`src/wb_pkg.sv`:
```
package wb_pkg;

    // bus word, also the RAM word
    localparam int DATA_WIDTH = 32;

    // one select bit per byte lane
    localparam int SEL_WIDTH = DATA_WIDTH / 8;

    typedef logic [DATA_WIDTH-1:0] wb_data_t;
    typedef logic [SEL_WIDTH-1:0] wb_sel_t;

endpackage

```
`src/mem_pkg.sv`:
```
package mem_pkg;

    // controller states
    // CLEAR runs the post-reset sweep, IDLE serves the bus,
    // DRAIN empties the write queue ahead of a read,
    // READ issues the RAM read, ACK answers the master
    typedef enum logic [2:0] {
        CLEAR,
        IDLE,
        DRAIN,
        READ,
        ACK
    } ctrl_state_e;

    // word written to every address by the sweep
    localparam wb_pkg::wb_data_t CLEAR_VALUE = '0;

endpackage

```
`src/mem_ifs.sv`:
```
`timescale 1ns/1ps

// controller to RAM, one write port and one read port
interface ram_port_if #(
    parameter int ADDR_WIDTH = 6
);
    import wb_pkg::*;

    wb_sel_t wen;
    logic [ADDR_WIDTH-1:0] waddr;
    wb_data_t wdata;
    logic ren;
    logic [ADDR_WIDTH-1:0] raddr;
    // valid one clock after ren
    wb_data_t rdata;

    modport ctrl (
        output wen,
        output waddr,
        output wdata,
        output ren,
        output raddr,
        input rdata
    );

    modport mem (
        input wen,
        input waddr,
        input wdata,
        input ren,
        input raddr,
        output rdata
    );
endinterface

// controller to posted-write queue
interface wq_port_if #(
    parameter type entry_t = logic
);
    logic push;
    entry_t push_entry;
    logic pop;
    entry_t head_entry;
    logic empty;
    logic full;

    modport ctrl (
        output push,
        output push_entry,
        output pop,
        input head_entry,
        input empty,
        input full
    );

    modport queue (
        input push,
        input push_entry,
        input pop,
        output head_entry,
        output empty,
        output full
    );
endinterface

```
`src/sdp_ram.sv`:
```
`timescale 1ns/1ps

module sdp_ram #(
    parameter int ADDR_WIDTH = 6
) (
    input logic clk,
    input logic rst,
    ram_port_if.mem ram
);
    import wb_pkg::*;

    localparam int DEPTH = 2 ** ADDR_WIDTH;
    localparam int LANE_WIDTH = DATA_WIDTH / SEL_WIDTH;

    // words kept as byte lanes
    logic [SEL_WIDTH-1:0][LANE_WIDTH-1:0] mem [DEPTH];

    // byte-lane write
    always_ff @(posedge clk) begin
        for (int i = 0; i < SEL_WIDTH; i++) begin
            if (ram.wen[i]) begin
                mem[ram.waddr][i] <= ram.wdata[i*LANE_WIDTH +: LANE_WIDTH];
            end
        end
    end

    // registered read, holds its value between reads
    always_ff @(posedge clk or posedge rst) begin
        if (rst) begin
            ram.rdata <= '0;
        end else if (ram.ren) begin
            ram.rdata <= mem[ram.raddr];
        end
    end

endmodule

```
`src/sweep_counter.sv`:
```
`timescale 1ns/1ps

module sweep_counter #(
    parameter int ADDR_WIDTH = 6
) (
    input logic clk,
    input logic rst,
    input logic start,
    output logic [ADDR_WIDTH-1:0] addr,
    output logic done
);

    logic busy;

    always_ff @(posedge clk or posedge rst) begin
        if (rst) begin
            addr <= '0;
            busy <= 1'b0;
            done <= 1'b0;
        end else if (start) begin
            addr <= '0;
            busy <= 1'b1;
            done <= 1'b0;
        end else if (busy) begin
            // wraps back to zero after the last word
            addr <= addr + 1'b1;
            if (addr == '1) begin
                busy <= 1'b0;
                done <= 1'b1;
            end
        end
    end

endmodule

```
`src/wb_buffered_ram.sv`:
```
`timescale 1ns/1ps

module wb_buffered_ram #(
    parameter int ADDR_WIDTH = 6,
    parameter int QUEUE_DEPTH = 4
) (
    input logic clk,
    input logic rst,
    input logic cyc,
    input logic stb,
    input logic we,
    input logic [ADDR_WIDTH-1:0] adr,
    input wb_pkg::wb_sel_t sel,
    input wb_pkg::wb_data_t dat_w,
    output logic ack,
    output wb_pkg::wb_data_t dat_r,
    output logic init_done
);
    import wb_pkg::*;

    // one posted write
    typedef struct packed {
        logic [ADDR_WIDTH-1:0] addr;
        wb_data_t data;
        wb_sel_t sel;
    } entry_t;

    logic clr_start;
    logic [ADDR_WIDTH-1:0] clr_addr;
    logic clr_done;

    ram_port_if #(.ADDR_WIDTH(ADDR_WIDTH)) ram_bus ();
    wq_port_if #(.entry_t(entry_t)) wq_bus ();

    wb_mem_ctrl #(
        .ADDR_WIDTH(ADDR_WIDTH)
    ) wb_mem_ctrl_i (
        .clk(clk),
        .rst(rst),
        .cyc(cyc),
        .stb(stb),
        .we(we),
        .adr(adr),
        .sel(sel),
        .dat_w(dat_w),
        .ack(ack),
        .dat_r(dat_r),
        .init_done(init_done),
        .clr_start(clr_start),
        .clr_addr(clr_addr),
        .clr_done(clr_done),
        .ram(ram_bus),
        .wq(wq_bus)
    );

    sdp_ram #(
        .ADDR_WIDTH(ADDR_WIDTH)
    ) sdp_ram_i (
        .clk(clk),
        .rst(rst),
        .ram(ram_bus)
    );

    wr_queue #(
        .QUEUE_DEPTH(QUEUE_DEPTH),
        .entry_t(entry_t)
    ) wr_queue_i (
        .clk(clk),
        .rst(rst),
        .wq(wq_bus)
    );

    sweep_counter #(
        .ADDR_WIDTH(ADDR_WIDTH)
    ) sweep_counter_i (
        .clk(clk),
        .rst(rst),
        .start(clr_start),
        .addr(clr_addr),
        .done(clr_done)
    );

endmodule

```
`src/wb_mem_ctrl.sv`:
```
`timescale 1ns/1ps

module wb_mem_ctrl #(
    parameter int ADDR_WIDTH = 6
) (
    input logic clk,
    input logic rst,
    input logic cyc,
    input logic stb,
    input logic we,
    input logic [ADDR_WIDTH-1:0] adr,
    input wb_pkg::wb_sel_t sel,
    input wb_pkg::wb_data_t dat_w,
    output logic ack,
    output wb_pkg::wb_data_t dat_r,
    output logic init_done,
    output logic clr_start,
    input logic [ADDR_WIDTH-1:0] clr_addr,
    input logic clr_done,
    ram_port_if.ctrl ram,
    wq_port_if.ctrl wq
);
    import wb_pkg::*;
    import mem_pkg::*;

    ctrl_state_e state;
    ctrl_state_e state_next;
    logic rd_req;
    logic wr_req;
    logic sweep_wr;

    assign rd_req = cyc & stb & ~we;
    assign wr_req = cyc & stb & we;

    // counter is busy from the clock after clr_start until done
    assign sweep_wr = (state == CLEAR) & ~clr_start & ~clr_done;

    assign ack = (state == ACK);
    assign dat_r = ram.rdata;
    assign init_done = (state != CLEAR);

    // writes are posted and acked once queued
    assign wq.push = (state == IDLE) & wr_req & ~wq.full;

    always_comb begin
        wq.push_entry.addr = adr;
        wq.push_entry.data = dat_w;
        wq.push_entry.sel = sel;
    end

    // retire queued writes in DRAIN and in IDLE unless a write is being queued
    assign wq.pop = ~wq.empty & ((state == DRAIN) | ((state == IDLE) & ~wq.push));

    always_comb begin
        if (state == CLEAR) begin
            ram.wen = sweep_wr ? {SEL_WIDTH{1'b1}} : '0;
            ram.waddr = clr_addr;
            ram.wdata = CLEAR_VALUE;
        end else begin
            ram.wen = wq.pop ? wq.head_entry.sel : '0;
            ram.waddr = wq.head_entry.addr;
            ram.wdata = wq.head_entry.data;
        end
    end

    // read port only after the queue is empty
    assign ram.ren = (state == READ);
    assign ram.raddr = adr;

    always_comb begin
        state_next = state;
        case (state)
            CLEAR: begin
                if (clr_done) begin
                    state_next = IDLE;
                end
            end
            IDLE: begin
                if (wr_req && !wq.full) begin
                    state_next = ACK;
                end else if (rd_req) begin
                    // this cycle pops one entry already
                    state_next = wq.empty ? READ : DRAIN;
                end
            end
            DRAIN: begin
                if (wq.empty) begin
                    state_next = READ;
                end
            end
            READ: begin
                state_next = ACK;
            end
            ACK: begin
                // master drops stb or starts its next transfer
                state_next = IDLE;
            end
            default: begin
                state_next = IDLE;
            end
        endcase
    end

    always_ff @(posedge clk or posedge rst) begin
        if (rst) begin
            state <= CLEAR;
        end else begin
            state <= state_next;
        end
    end

    // one-clock start pulse right after reset
    always_ff @(posedge clk or posedge rst) begin
        if (rst) begin
            clr_start <= 1'b1;
        end else begin
            clr_start <= 1'b0;
        end
    end

endmodule

```
`src/wr_queue.sv`:
```
`timescale 1ns/1ps

module wr_queue #(
    parameter int QUEUE_DEPTH = 4,
    parameter type entry_t = logic
) (
    input logic clk,
    input logic rst,
    wq_port_if.queue wq
);

    localparam int PTR_WIDTH = $clog2(QUEUE_DEPTH);

    entry_t slots [QUEUE_DEPTH];
    logic [PTR_WIDTH-1:0] head;
    logic [PTR_WIDTH-1:0] tail;
    // one bit wider than the pointers to tell full from empty
    logic [PTR_WIDTH:0] count;

    assign wq.head_entry = slots[head];
    assign wq.empty = (count == '0);
    assign wq.full = (count == (PTR_WIDTH + 1)'(QUEUE_DEPTH));

    always_ff @(posedge clk) begin
        if (wq.push) begin
            slots[tail] <= wq.push_entry;
        end
    end

    // pointers wrap on their own, depth is a power of two
    always_ff @(posedge clk or posedge rst) begin
        if (rst) begin
            head <= '0;
            tail <= '0;
        end else begin
            if (wq.push) begin
                tail <= tail + 1'b1;
            end
            if (wq.pop) begin
                head <= head + 1'b1;
            end
        end
    end

    // push and pop together leave the count alone
    always_ff @(posedge clk or posedge rst) begin
        if (rst) begin
            count <= '0;
        end else begin
            case ({wq.push, wq.pop})
                2'b10: begin
                    count <= count + 1'b1;
                end
                2'b01: begin
                    count <= count - 1'b1;
                end
                default: begin
                    count <= count;
                end
            endcase
        end
    end

endmodule
```
`config.mk`:
```
export PLATFORM = sky130hd
export DESIGN_NAME = wb_buffered_ram
export DESIGN_NICKNAME = d
export VERILOG_FILES = /design/src/wb_pkg.sv /design/src/mem_pkg.sv /design/src/mem_ifs.sv /design/src/sdp_ram.sv /design/src/sweep_counter.sv /design/src/wb_buffered_ram.sv /design/src/wb_mem_ctrl.sv /design/src/wr_queue.sv
export SDC_FILE = /design/constraint.sdc
export NUM_CORES = 2
export LEC_CHECK = 0
export ABC_CLOCK_PERIOD_IN_PS = 5050
export BUFFER_PORTS_ARGS = -buffer_cell sky130_fd_sc_hd__buf_2
export CORE_ASPECT_RATIO = 1.2
export CORE_MARGIN = 2
export CORE_UTILIZATION = 35
export CTS_CLUSTER_DIAMETER = 200
export DETAILED_ROUTE_END_ITERATION = 8
export PLACE_DENSITY = 0.6
export SETUP_SLACK_MARGIN = 0.05
export SLEW_MARGIN = 15
export SYNTH_ARGS = -nofsm -noshare
export SYNTH_HDL_FRONTEND = slang
export SYNTH_SLANG_ARGS = --single-unit
```
`constraint.sdc`:
```
create_clock -name clk -period 5.05 [get_ports clk]
set_clock_uncertainty 0.05 [all_clocks]
set_input_delay 0.505 -clock clk [delete_from_list [all_inputs] [get_ports clk]]
set_output_delay 0.505 -clock clk [all_outputs]
set_load 0.005 [all_outputs]
```
After elaboration in Yosys (flattened, before gate mapping)

Memories as Yosys holds them, arrays and structs flattened. A register that Yosys moved wholly into a read port is not among the register bits.
Cells that the tools add are included.

$add $sub $neg: 5
$mul: 0
Div/mod/pow operators: 0
$lt $le $gt $ge: 0
Equality and inequality tests: 11
Shifts and indexed selects: 0
Mux-type cells: 30
Bitwise gates (word level): 16
Reductions and logical operators: 10

Operator list:

| kind                                                 | number |
|---|---|
| 2-to-1 mux 32 bit                                    | 1 |
| 2-to-1 mux 6 bit                                     | 3 |
| 2-to-1 mux 1 bit                                     | 17 |
| 2-to-1 mux 3 bit                                     | 4 |
| 2-to-1 mux 4 bit                                     | 3 |
| case mux 3 bit (4 select lines)                      | 1 |
| bitwise AND 1 bit                                    | 9 |
| adder 6 x 1 -> 6 bit (second input constant)         | 1 |
| equality test 3 x 2 -> 1 bit (second input constant) | 2 |
| equality test 3 bit (second input constant)          | 2 |
| equality test 6 bit (second input constant)          | 1 |
| logical NOT 3 bit                                    | 2 |
| inverter 1 bit                                       | 6 |
| case mux 3 bit (2 select lines)                      | 1 |
| nonzero test 2 bit                                   | 3 |
| adder 2 x 1 -> 2 bit (second input constant)         | 2 |
| != test 2 x 1 -> 1 bit (second input constant)       | 2 |
| adder 3 x 1 -> 3 bit (second input constant)         | 1 |
| equality test 3 x 1 -> 1 bit (second input constant) | 1 |
| != test 3 x 2 -> 1 bit (second input constant)       | 1 |
| AND reduction 3 bit                                  | 1 |
| nonzero test 3 bit                                   | 1 |
| subtractor 3 x 1 -> 3 bit (second input constant)    | 1 |
| equality test 2 x 1 -> 1 bit (second input constant) | 1 |
| other kinds (5)                                      | 5 |

Bits in registers: 19
Bits in latches: 0
RAM bits: 2,216
Memory bits (read-only): 0
Input port bits: 47
Word-level logic and storage cells: 82
Memories kept: 2

Memories:

| memory           | words | width | read ports | clocked after Yosys merged registers in | write ports | line           | RTL |
|---|---|---|---|---|---|---|---|
| sdp_ram_i.mem    | 64    | 32    | 1          | 1                                       | 1           | sdp_ram.sv:16  | `logic [SEL_WIDTH-1:0][LANE_WIDTH-1:0] mem [DEPTH];` |
| wr_queue_i.slots | 4     | 42    | 1          | 0                                       | 1           | wr_queue.sv:14 | `entry_t slots [QUEUE_DEPTH];` |

Longest topological paths before layout

Word-level depth: 12
Gate-level depth with buffers: 11
Mapped depth without buffers: 10

Cells and area by module

Synthesis repeated with hierarchy kept, for this count alone.

Cells, all modules: 4,568
Area, all modules: 89,460.8 µm²

By module, submodules not included:

| module        | times used | cells each | area each (µm²) |
|---|---|---|---|
| sdp_ram       | 1          | 4,116      | 81,334.3 |
| wr_queue      | 1          | 257        | 6,521.3 |
| wb_mem_ctrl   | 1          | 159        | 1,227.4 |
| sweep_counter | 1          | 36         | 377.9 |

Least setup slack after synthesis

OpenSTA, ideal clock, no wires.

Path kind: reg-to-reg
Start: register wr_queue_i.head[1]
End: memory sdp_ram_i.mem[0][22] in the netlist's numbering (data pin)
Arrival: 2,386 ps
Required time: 4,633 ps
Slack: 2,247 ps
Cell stages (with the launch flop): 6
Buffers on the path: 3
Period minus slack after synthesis: 2,803 ps
Cell sequence: dfrtp_1 -> clkbuf_1 -> clkbuf_1 -> clkbuf_1 -> mux4_2 -> and2_1

Cells in the longest elaborated chain, start to end: 2

RTL lines:

| item                        | line              | RTL |
|---|---|---|
| from (decl)                 | wr_queue.sv:15    | `logic [PTR_WIDTH-1:0] head;` |
| from (signal assigned)      | wr_queue.sv:40    | `head <= head + 1'b1;` |
| memory read (4 x 42 bit)    | n/a               |  |
| 2-to-1 mux 32 bit           | wb_mem_ctrl.sv:55 | `if (state == CLEAR) begin` |
| named net ram_bus.wdata[22] | mem_ifs.sv:11     | `wb_data_t wdata;` |
| to (decl)                   | sdp_ram.sv:16     |  |

The timed path passes the listed nets, and every way through them passes these cells.

Worst setup path after layout

Start: register wb_mem_ctrl_i.state[0]
End: memory sdp_ram_i.mem[54][29] in the netlist's numbering, enable pin

Cells in the longest elaborated chain, start to end: 11
Elaborated cells on any way between the ends: 17

RTL lines:

| item                                   | line                                 | RTL |
|---|---|---|
| from (decl)                            | wb_mem_ctrl.sv:26                    | `ctrl_state_e state;` |
| from (signal assigned)                 | wb_mem_ctrl.sv:108                   | `state <= state_next;` |
| equality test 3 x 1 -> 1 bit           | wb_mem_ctrl.sv:43, wb_mem_ctrl.sv:52 |  |
| bitwise AND 1 bit (2 in a row)         | wb_mem_ctrl.sv:43                    | `assign wq.push = (state == IDLE) & wr_req & ~wq.full;` |
| inverter 1 bit                         | wb_mem_ctrl.sv:52                    | `assign wq.pop = ~wq.empty & ((state == DRAIN) \| ((state == IDLE) & ~wq.push));` |
| bitwise AND 1 bit                      | wb_mem_ctrl.sv:52                    |  |
| OR 1 bit                               | wb_mem_ctrl.sv:52                    |  |
| bitwise AND 1 bit                      | wb_mem_ctrl.sv:52                    |  |
| 2-to-1 mux 4 bit                       | wb_mem_ctrl.sv:60                    | `ram.wen = wq.pop ? wq.head_entry.sel : '0;` |
| 2-to-1 mux 4 bit                       | wb_mem_ctrl.sv:55                    |  |
| 2-to-1 mux 1 bit                       | sdp_ram.sv:21                        | `if (ram.wen[i]) begin` |
| 2-to-1 mux 1 bit (not written as such) | sdp_ram.sv:22                        | `mem[ram.waddr][i] <= ram.wdata[i*LANE_WIDTH +: LANE_WIDTH];` |

Several ways; a longest one is shown, not always the timed one.

==> flow_metrics.tcl <==
set metrics [dict create \
    p_sw_uw 13210 \
    synthTopCellsByArea "edfxtp_1 76%, mux4_2 9.3%, mux2i_1 5.2%, dfrtp_1 1.4%, a22oi_1 1.4%" \
    multi_input_area_um2 19050 \
    drive_gt1_share_pct 21.05 \
    synth_fp_nets 4413 \
    remaining_drc_errors 0 \
    netlist_area_um2 87990 \
    cts_inserted_buffers 215 \
    die_x_um 461.7 \
    p_leak_uw 0.03302 \
    relSlewSlack_pct 23.38 \
    clk_latency_ns 0.86 \
    synth_edf_count 2216 \
    status "finished, final reports clean" \
    yosysTopAreaCell "edfxtp_1" \
    io_pins 81 \
    async_flop_share_pct 2.250 \
    setup_violations 0 \
    cts_buffer_depth 3 \
    arrival_ns 4.68 \
    fmax_ghz 0.2350 \
    cp_max_fo 14 \
    yosys_warnings 0 \
    grt_overflow_total 0 \
    synthCells 4359 \
    numPortBuffers 80 \
    vias 42410 \
    critPathLaunchType "flop" \
    p_seq_share_pct 50.8 \
    criticalPathCategory "flop to flop" \
    coreArea_um2 250000 \
    yosys_register_bits 2267 \
    post-route-period-util_pct 84.27 \
    rows 201 \
    hold_class "input pin to flop" \
    syn_avg_cell_area_um2 20.19 \
    worstPathRequired_ns 5.48 \
    netSwitchingFraction_pct 27.48 \
    grt_pass1_wl_um 306300 \
    wl_per_cell_um 25.73 \
    period_needed_ns 4.255 \
    hold_viol 0 \
    p_int_uw 34860 \
    drt_pass1_iterations 8 \
    clock-sinks 2267 \
    synth_top_area_share_pct 75.63 \
    post_cts_buffers 0 \
    antenna_found_initial 3 \
    vias_per_cell 5.191 \
    dieHeight_um 553.2 \
    hold_buffers 43 \
    synthTopCellsByCount "2216 x edfxtp_1, 455 x mux2i_1, 362 x mux4_2" \
    yosysMostFrequentCell "edfxtp_1" \
    ir_drop_mv 0.6097 \
    die_area_um2 255400 \
    drv_cap 0 \
    finalPower_uw 48070 \
    routed_wl_um 210200 \
    synth.yosys.seq_area_share_pct 77.08 \
    synthDistinctLibCells 51 \
    place_congestion 0.8481 \
    slew_viol_final 0 \
    drtIter0Drc 3127 \
    initial_core_util_pct 35.20 \
    power_frac_clock_pct 33.1 \
    worst_pin_slew_ns 1.149 \
    nets 4689 \
    grt_max_degree 84 \
    p_per_area_nw_per_um2 477.8 \
    register_area_um2 67820 \
    syn_to_final_growth_pct 14.34 \
    endpoint_kind "flop" \
    grt_pass1_vias 44460 \
    rsz0062_at_grt "false" \
    clk_pin_slew_ns 0.06 \
    htreeDepth 4 \
    cts_resized 0 \
    fillCellCount 22150 \
    root_buffer "clkbuf_16" \
    dp_hpwl_um 134300 \
    tritoncts "yes" \
    power_frac_comb_pct 16.1 \
    track_usage_pct 16.28 \
    fin_tns_setup_ns 0 \
    synth_ff_type "edfxtp_1" \
    drtAntennaViolNets 0 \
]
## registers in the layout, indices dropped and copies added (netlist names)
register and flops:
sdp_ram_i.mem 2048, sdp_ram_i.ram.rdata 32, sweep_counter_i.addr 6, sweep_counter_i.busy 1
sweep_counter_i.done 1, wb_mem_ctrl_i.clr_start 1, wb_mem_ctrl_i.state 3, wr_queue_i.count 3
wr_queue_i.head 2, wr_queue_i.slots 168, wr_queue_i.tail 2
## power by group through the flow
stage	logic [µW]	registers, µW	clock network (µW)
6_report	7740	24400	15900
4_1_cts	7890	24400	16200
3_5_place_dp	7850	24800	0
2_1_floorplan	3970	24700	0
3_3_place_gp	7670	24800	0
5_1_grt	8290	24500	16900
## cells in the final DEF (no fill, tap or decap), types with 48 or more instances in the layout
master     synthesis  final
a211oi_1          64     64
a22oi_1          160    160
buf_2            105     77
buf_4              1    183
clkbuf_1         124     54
clkbuf_16          0    219
dfrtp_1           50     48
edfxtp_1        2216   2216
mux2i_1          455    455
mux4_2           362    362
nand2_1           78     77
nor2_1           275    273
## worst max-delay path: stages, from the launching register on
cell     delay [ns]
dfrtp_1        0.45
or3_2          0.70
mux2i_1        0.80
nand2_1        0.13
nor2_1         0.59
nand2_1        0.46
nor2_1         0.66
## layer usage
metal	track usage (%)	vias up	share of wire (%)
li1	-	18490	-
met1	19.92	22460	39
met2	29.21	1146	53
met3	2.570	306	4.7
met4	5.101	4	2.9
met5	0.3799	-	0.071
## cell type report
type	instances	area share (%)
diodes	4	0.009950
well taps	3349	4.165
clock inverters	108	1.035
flip-flops and latches	2267	67.42
multi-input cells	1822	18.93
inverters	9	0.03358
clock buffers	292	5.909
repair buffers	320	2.500
## metrics by stage
stage          cell area [µm²]  instances  setup WS [ns]  util, %  hold WS (ns)
6_report                100600       8171         0.7946    40.24        0.1341
5_1_grt                 100600       8168         0.7051    40.24        0.1411
4_1_cts                 100600       8167         0.8885    40.24       0.08272
3_5_place_dp             93180       7724         0.9013    37.27        0.4434
3_3_place_gp             93180       7724         0.8281    37.27        0.4249
2_1_floorplan            87990       4359          2.247        -        0.4049
## logic make-up after synthesis
family,synth area share (%)
adder cells (fa/ha/maj),0.1081
flip-flops,77.08
AO/OA/AOI/OAI,3.929
other,0.004262
buffers and inverters,1.429
multiplexers,14.92
XOR/XNOR,0.09954
AND/OR/NAND/NOR,2.430
## final timing paths
path | startpoint | to | slack, ns | depth (start not counted)
hold reg to reg | wr_queue_i.count[2] | wr_queue_i.count[2] | 0.45 | 1
setup / recovery | wb_mem_ctrl_i.state[0] | sdp_ram_i.mem[54][29] | 0.79 | 6
setup reg to reg | wb_mem_ctrl_i.state[0] | sdp_ram_i.mem[54][29] | 0.79 | 6
min in group asynchronous | rst | wr_queue_i.tail[1] | 0.38 | 4
hold / removal | adr[4] | wr_queue_i.slots[1][40] | 0.13 | 1
max in group asynchronous | rst | sdp_ram_i.ram.rdata[25] | 3.90 | 4
Note: power is estimated with default switching activity, not from simulation.
